==> src/lsuPkg.sv <==
package lsuPkg;

    // datapath widths
    localparam int wordW     = 32;
    localparam int halfW     = 16;
    localparam int byteW     = 8;
    localparam int byteLanes = wordW / byteW;
    localparam int regNumW   = 5;
    localparam int opcodeW   = 6;
    localparam int excCodeW  = 5;

    typedef logic [wordW-1:0]     word_t;
    typedef logic [regNumW-1:0]   regNum_t;
    typedef logic [byteLanes-1:0] byteEn_t;
    typedef logic [opcodeW-1:0]   opcode_t;
    typedef logic [excCodeW-1:0]  excCode_t;

    // one memory word seen as a whole, as halves or as byte lanes
    typedef union packed {
        word_t                              word;
        logic [1:0][halfW-1:0]              half;
        logic [byteLanes-1:0][byteW-1:0]    lane;
    } memWord_t;

    // MIPS primary opcodes for loads
    localparam opcode_t opLb  = 6'h20;
    localparam opcode_t opLh  = 6'h21;
    localparam opcode_t opLw  = 6'h23;
    localparam opcode_t opLbu = 6'h24;
    localparam opcode_t opLhu = 6'h25;

    // and for stores
    localparam opcode_t opSb  = 6'h28;
    localparam opcode_t opSh  = 6'h29;
    localparam opcode_t opSw  = 6'h2B;

    // address error on load or fetch
    localparam excCode_t excAdel = 5'd4;
    // address error on store
    localparam excCode_t excAdes = 5'd5;

endpackage

==> src/accessIf.sv <==
interface accessIf import lsuPkg::*;
    ();

    logic    valid;
    logic    regWrite;
    logic    memToReg;
    opcode_t op;
    regNum_t wreg;
    word_t   aluResult;
    word_t   readData;

    modport source (
        output valid,
        output regWrite,
        output memToReg,
        output op,
        output wreg,
        output aluResult,
        output readData
    );

    modport sink (
        input valid,
        input regWrite,
        input memToReg,
        input op,
        input wreg,
        input aluResult,
        input readData
    );

endinterface

==> src/writebackIf.sv <==
interface writebackIf import lsuPkg::*;
    ();

    // registered copy of the memory stage request
    logic    valid;
    logic    regWrite;
    logic    memToReg;
    opcode_t op;
    regNum_t wreg;
    word_t   aluResult;
    word_t   readData;

    modport source (
        output valid, regWrite, memToReg, op, wreg, aluResult, readData
    );

    modport sink (
        input valid, regWrite, memToReg, op, wreg, aluResult, readData
    );

endinterface
==> src/loadWriteback.sv <==
module loadWriteback import lsuPkg::*; (
    input  logic     dStall,
    writebackIf.sink wb,
    output byteEn_t  wbRfWen,
    output regNum_t  wbRfWnum,
    output word_t    wbRfWdata
);

    memWord_t         rdWord;
    logic [halfW-1:0] halfSel;
    logic [byteW-1:0] byteSel;
    word_t            loadData;

    // pick the addressed half and byte from the returned word
    always_comb begin
        rdWord.word = wb.readData;
        halfSel     = rdWord.half[wb.aluResult[1]];
        byteSel     = rdWord.lane[wb.aluResult[1:0]];
    end

    // extension by load kind
    always_comb begin
        case (wb.op)
            opLw:    loadData = rdWord.word;
            opLh:    loadData = {{(wordW-halfW){halfSel[halfW-1]}}, halfSel};
            opLhu:   loadData = {{(wordW-halfW){1'b0}}, halfSel};
            opLb:    loadData = {{(wordW-byteW){byteSel[byteW-1]}}, byteSel};
            opLbu:   loadData = {{(wordW-byteW){1'b0}}, byteSel};
            default: loadData = '0;
        endcase
    end

    assign wbRfWdata = wb.memToReg ? loadData : wb.aluResult;
    assign wbRfWnum  = wb.wreg;

    // no write reported while the data side stalls
    assign wbRfWen = {byteLanes{wb.valid & wb.regWrite & ~dStall}};

endmodule

==> src/lsuTop.sv <==
module lsuTop import lsuPkg::*; (
    input  logic     clk,
    input  logic     reset,

    input  logic     reqValid,
    input  opcode_t  reqOp,
    input  word_t    reqAddr,
    input  word_t    storeData,
    input  logic     regWrite,
    input  regNum_t  wreg,

    output logic     memEn,
    output byteEn_t  memWen,
    output word_t    writeData,
    input  word_t    readData,
    input  logic     dStall,

    output logic     excValid,
    output excCode_t excCode,
    output word_t    badVAddr,

    output byteEn_t  wbRfWen,
    output regNum_t  wbRfWnum,
    output word_t    wbRfWdata
);

    accessIf    accBus ();
    writebackIf wbBus ();

    // memory stage, combinational
    memAccess memAccess_inst (
        .reqValid  (reqValid),
        .reqOp     (reqOp),
        .reqAddr   (reqAddr),
        .storeData (storeData),
        .regWrite  (regWrite),
        .wreg      (wreg),
        .readData  (readData),
        .memEn     (memEn),
        .memWen    (memWen),
        .writeData (writeData),
        .excValid  (excValid),
        .excCode   (excCode),
        .badVAddr  (badVAddr),
        .acc       (accBus.source)
    );

    memWbReg memWbReg_inst (
        .clk    (clk),
        .reset  (reset),
        .dStall (dStall),
        .acc    (accBus.sink),
        .wb     (wbBus.source)
    );

    // writeback stage and debug port
    loadWriteback loadWriteback_inst (
        .dStall    (dStall),
        .wb        (wbBus.sink),
        .wbRfWen   (wbRfWen),
        .wbRfWnum  (wbRfWnum),
        .wbRfWdata (wbRfWdata)
    );

endmodule

==> src/memAccess.sv <==
module memAccess import lsuPkg::*; (
    input  logic     reqValid,
    input  opcode_t  reqOp,
    input  word_t    reqAddr,
    input  word_t    storeData,
    input  logic     regWrite,
    input  regNum_t  wreg,
    input  word_t    readData,
    output logic     memEn,
    output byteEn_t  memWen,
    output word_t    writeData,
    output logic     excValid,
    output excCode_t excCode,
    output word_t    badVAddr,
    accessIf.source  acc
);

    logic     isLoad;
    logic     isStore;
    logic     isHalf;
    logic     isWord;
    logic     misaligned;
    logic     fault;
    logic     storeOk;
    memWord_t storeWord;
    memWord_t replWord;

    // opcode decode into direction and access size
    always_comb begin
        isLoad  = 1'b0;
        isStore = 1'b0;
        isHalf  = 1'b0;
        isWord  = 1'b0;
        case (reqOp)
            opLb, opLbu: begin
                isLoad = 1'b1;
            end
            opLh, opLhu: begin
                isLoad = 1'b1;
                isHalf = 1'b1;
            end
            opLw: begin
                isLoad = 1'b1;
                isWord = 1'b1;
            end
            opSb: begin
                isStore = 1'b1;
            end
            opSh: begin
                isStore = 1'b1;
                isHalf  = 1'b1;
            end
            opSw: begin
                isStore = 1'b1;
                isWord  = 1'b1;
            end
            default: ;
        endcase
    end

    // byte accesses can never be misaligned
    assign misaligned = (isWord & (|reqAddr[1:0])) | (isHalf & reqAddr[0]);
    assign fault      = reqValid & (isLoad | isStore) & misaligned;
    assign storeOk    = reqValid & isStore & ~fault;

    assign excValid = fault;
    assign excCode  = fault ? (isStore ? excAdes : excAdel) : '0;
    assign badVAddr = fault ? reqAddr : '0;
    assign memEn    = reqValid & (isLoad | isStore) & ~fault;

    // lane enables and replicated store data
    always_comb begin
        storeWord.word = storeData;
        replWord.word  = '0;
        memWen         = '0;
        if (storeOk) begin
            if (isWord) begin
                replWord.word = storeWord.word;
                memWen        = '1;
            end else if (isHalf) begin
                replWord.half = {2{storeWord.half[0]}};
                memWen        = reqAddr[1] ? 4'b1100 : 4'b0011;
            end else begin
                replWord.lane = {byteLanes{storeWord.lane[0]}};
                memWen        = byteEn_t'(4'b0001 << reqAddr[1:0]);
            end
        end
    end

    assign writeData = replWord.word;

    // request handed on to the memory/writeback register
    assign acc.valid     = reqValid;
    assign acc.regWrite  = regWrite & ~fault;
    assign acc.memToReg  = isLoad;
    assign acc.op        = reqOp;
    assign acc.wreg      = wreg;
    assign acc.aluResult = reqAddr;
    assign acc.readData  = readData;

endmodule

==> src/memWbReg.sv <==
module memWbReg (
    input  logic       clk,
    input  logic       reset,
    input  logic       dStall,
    accessIf.sink      acc,
    writebackIf.source wb
);

    // control bit, cleared on reset
    always_ff @(posedge clk) begin
        if (reset) begin
            wb.valid <= 1'b0;
        end else if (!dStall) begin
            wb.valid <= acc.valid;
        end
    end

    // payload only moves when the data side is not stalled
    always_ff @(posedge clk) begin
        if (!dStall) begin
            wb.regWrite  <= acc.regWrite;
            wb.memToReg  <= acc.memToReg;
            wb.op        <= acc.op;
            wb.wreg      <= acc.wreg;
            wb.aluResult <= acc.aluResult;
            wb.readData  <= acc.readData;
        end
    end

endmodule

==> config.mk <==
export PLATFORM = sky130hd
export DESIGN_NAME = lsuTop
export DESIGN_NICKNAME = d
export VERILOG_FILES = /design/src/lsuPkg.sv /design/src/accessIf.sv /design/src/writebackIf.sv /design/src/loadWriteback.sv /design/src/lsuTop.sv /design/src/memAccess.sv /design/src/memWbReg.sv
export SDC_FILE = /design/constraint.sdc
export NUM_CORES = 1
export LEC_CHECK = 0
export ABC_AREA = 1
export BUFFER_PORTS_ARGS = -buffer_cell sky130_fd_sc_hd__buf_2
export CAP_MARGIN = 20
export CORE_AREA = 2 2 105 107
export CTS_CLUSTER_SIZE = 8
export DETAILED_ROUTE_END_ITERATION = 8
export DIE_AREA = 0 0 107 109
export PLACE_DENSITY_LB_ADDON = 0.05
export RECOVER_POWER = 50
export SYNTH_ARGS = -nofsm -noshare
export SYNTH_HDL_FRONTEND = slang
export SYNTH_SLANG_ARGS = --single-unit
==> constraint.sdc <==
create_clock -name clk -period 3 [get_ports clk]
set_input_delay 0.15 -clock clk [delete_from_list [all_inputs] [get_ports clk]]
set_output_delay 0.15 -clock clk [all_outputs]
set_load 0.01 [all_outputs]
==> flow_summary.yaml <==
status:
  outcome: "finished, final reports clean"
die:
  start_util_pct: 48.9
  core-area_mm2: 0.0106
  fp.dieH_um: 109
  rows: 38
  dieWidth_um: 107
  ios: 228
  dieArea_mm2: 0.0117
layout:
  regArea_mm2: 0.00233
  drive_gt1_share_pct: 26.7
  fin_cells: 1086
  diodes: 0
  multiInputGateArea_mm2: 0.00232
  stdcell_area_mm2: 0.00712
  fillers: 940
  syn2layout_area_growth_pct: 37.4
  layout.nets: 1053
pwr:
  ir_drop_mv: 0.270
  power_density_mw_per_mm2: 378
  leakage_nw: 3.65
  power.total_mw: 2.69
synth:
  async_reset_ff_share_pct: 0
  ys_ff_latch: 78
  ys_warn_count: 0
  synth_edf_count: 77
  syn_inst: 667
  synth-main-ff-cell: "edfxtp_1"
  syn_area_mm2: 0.00518
  synth_cell_types: 30
  syn_area_per_cell_um2: 7.77
  ys_seq_area_share_pct: 45.0
sta:
  drv_slew: 0
  setup_violations: 0
  tightest_slew_ns: 1.41
  hold_violations: 0
  max_freq_mhz: 383
  period_share_pct: 87.0
  clock_skew_ns: 0
  period_needed_ns: 2.61
  setup-tns-final_ns: 0
  slew_headroom_pct: 6.14
  rsz0062_at_grt: "no"
  whs_ns: 0.0570
critical_path:
  r2r-start: "memWbReg_inst.wb.valid"
  endpoint_kind: "primary output"
  worstSetupStartpointType: "input pin"
  worst_path_max_delay_cell: "dlygate4sd3_1"
  criticalPathCategory: "input pin to primary output"
  crit_buf_inv: 4
  cpMostUsedCell: "nand2_8"
  crit_chain: "dlygate4sd3_1, clkbuf_1, nand2_1, nor2_4, nand2_4, nand2_8, nand2_8, inv_1, buf_2"
  cp.required_ns: 2.85
  path_max_fanout: 33
  path_delay_family: "simple AND/OR/NAND/NOR gates"
  cp.arrival_ns: 2.46
  slowest_delay_ns: 0.52
  crit_start: "reqOp[0]"
  reg2reg_slack_ns: 2.41
clock_network:
  cts_buffer_depth: 2
  clk_pin_slew_ns: 0.08
  cts_root_buffer: "clkbuf_8"
  cts_tree: "yes"
  post_cts_buffers: 0
  htree_levels: 3
  clk_latency_ns: 0.36
  clock-sinks: 78
  cts_made_buffers: 9
detailed_routing:
  wl_met1_um: 5700
  vias_per_cell: 4.83
  drtIter0Drc: 287
  dr_wl_met2_um: 7810
  wl_per_cell_um: 13.6
  routed.top_layer: "met4"
  postRouteAntennaNets: 0
  drc: 0
  num_vias: 5249
  finalWirelength_um: 14800
  dr.pass1.iters: 6
  wl_met3_um: 956
placed_design:
  dp.cells: 999
  portBuffers: 224
  place_area_mm2: 0.00626
  globalplace.congestion: 0.913
  hpwlAfterDp_um: 10400
grt:
  grt_pass1_vias: 4829
  antenna_found_initial: 0
  grt_overflow: 0
  grt_pass1_wl_um: 22600
  grt_usage_pct: 25.2
  grt_max_degree: 58
job:
  cap_violations: 0
hold_path:
  hold_path.class: "input pin to flop"
  min_from: "reqValid"
[sequential cells by signal, indices dropped and copies added (netlist names)]
| signal | count |
|---|---|
| memWbReg_inst.wb.valid | 1 |
| memWbReg_inst.wb.wreg | 5 |
| memWbReg_inst.wb.regWrite | 1 |
| memWbReg_inst.wb.readData | 32 |
| memWbReg_inst.wb.aluResult | 32 |
| memWbReg_inst.wb.memToReg | 1 |
| memWbReg_inst.wb.op | 6 |
[power breakdown]
group	switching (mW)	leakage [nW]	internal, mW	total, mW
clock	0.375	0.101	0.468	0.843
sequential	0.0498	0.762	1.30	1.35
combinational	0.291	2.79	0.213	0.504
[per-stage QoR]
stage          worst slack, ns  util [%]
2_1_floorplan            0.913         -
3_3_place_gp             0.970      59.1
3_5_place_dp             0.911      59.1
4_1_cts                  0.413      67.7
5_1_grt                  0.196      67.1
6_report                 0.391      67.1
[logic make-up (layout without fill, tap and decap cells)]
group                  Yosys count  count (layout)  synth area share [%]
AOI/OAI and AO/OA               16              16                  1.55
buffers and inverters          110             387                  10.3
and+or+nand+nor                462             462                  43.0
DFF                             78              78                  45.0
other                            1               3                0.0724
[tightest hold or removal path: stages]
cell	delay (ns)
buf_2	0.11
nand2_1	0.06
a21oi_1	0.06
[cells in the mapped netlist (2+ instances only)]
| cell | n | share of area (%) |
|---|---|---|
| or2_0 | 5 | 0.60 |
| nand2_1 | 263 | 19 |
| a21oi_1 | 14 | 1.4 |
| inv_2 | 5 | 0.36 |
| buf_4 | 12 | 1.7 |
| buf_2 | 14 | 1.4 |
| nor2_8 | 2 | 0.77 |
| nor2_1 | 66 | 4.8 |
| nor2_4 | 33 | 7.2 |
| buf_12 | 3 | 1.2 |
| buf_1 | 3 | 0.22 |
| nor2_2 | 2 | 0.24 |
| nand3_4 | 2 | 0.68 |
| clkbuf_1 | 7 | 0.51 |
| or2_1 | 3 | 0.36 |
| edfxtp_1 | 77 | 45 |
| nand2_2 | 4 | 0.48 |
| nand3_1 | 75 | 7.2 |
| nand2_8 | 2 | 0.77 |
| nand2_4 | 2 | 0.43 |
| inv_1 | 64 | 4.6 |
[cell usage in the layout (no fill, tap or decap), drive strengths merged]
cell / instances
a21oi: 14
and3: 1
buf: 185
bufinv: 2
clkbuf: 57
clkinv: 1
clkinvlp: 2
conb: 3
dfxtp: 1
dlygate4sd3: 71
edfxtp: 77
inv: 69
nand2: 271
nand3: 78
nand4: 1
nor2: 103
o21ai: 2
or2: 8
[layout make-up]
type | instances | area share [%]
Sequential cell | 78 | 32.8
Inverter | 70 | 3.74
Timing Repair Buffer | 301 | 25.6
Tap cell | 140 | 2.46
Clock inverter | 4 | 1.02
Clock buffer | 12 | 1.90
Multi-Input combinational cell | 481 | 32.6
[metal layers]
layer,GRT usage [%],vias up
met5,0,-
met4,11.9,0
met3,5.02,28
met2,45.5,225
met1,28.8,2376
li1,-,2620
[path summary, 6_finish.rpt]
| path | end | depth (start not counted) |
|---|---|---|
| hold / removal | memWbReg_inst.wb.valid | 3 |
| hold reg to reg | memWbReg_inst.wb.valid | 2 |
| setup / recovery | excCode[2] | 9 |
| setup reg to reg | memWbReg_inst.wb.valid | 2 |
[what timing repair did]
action                     in CTS  in global routing
hold endpoints to repair       71                  0
setup endpoints to repair       0                  0
hold buffers                   71                  0
gates resized for setup         0                  0
Note: power is estimated with default switching activity, not from simulation.
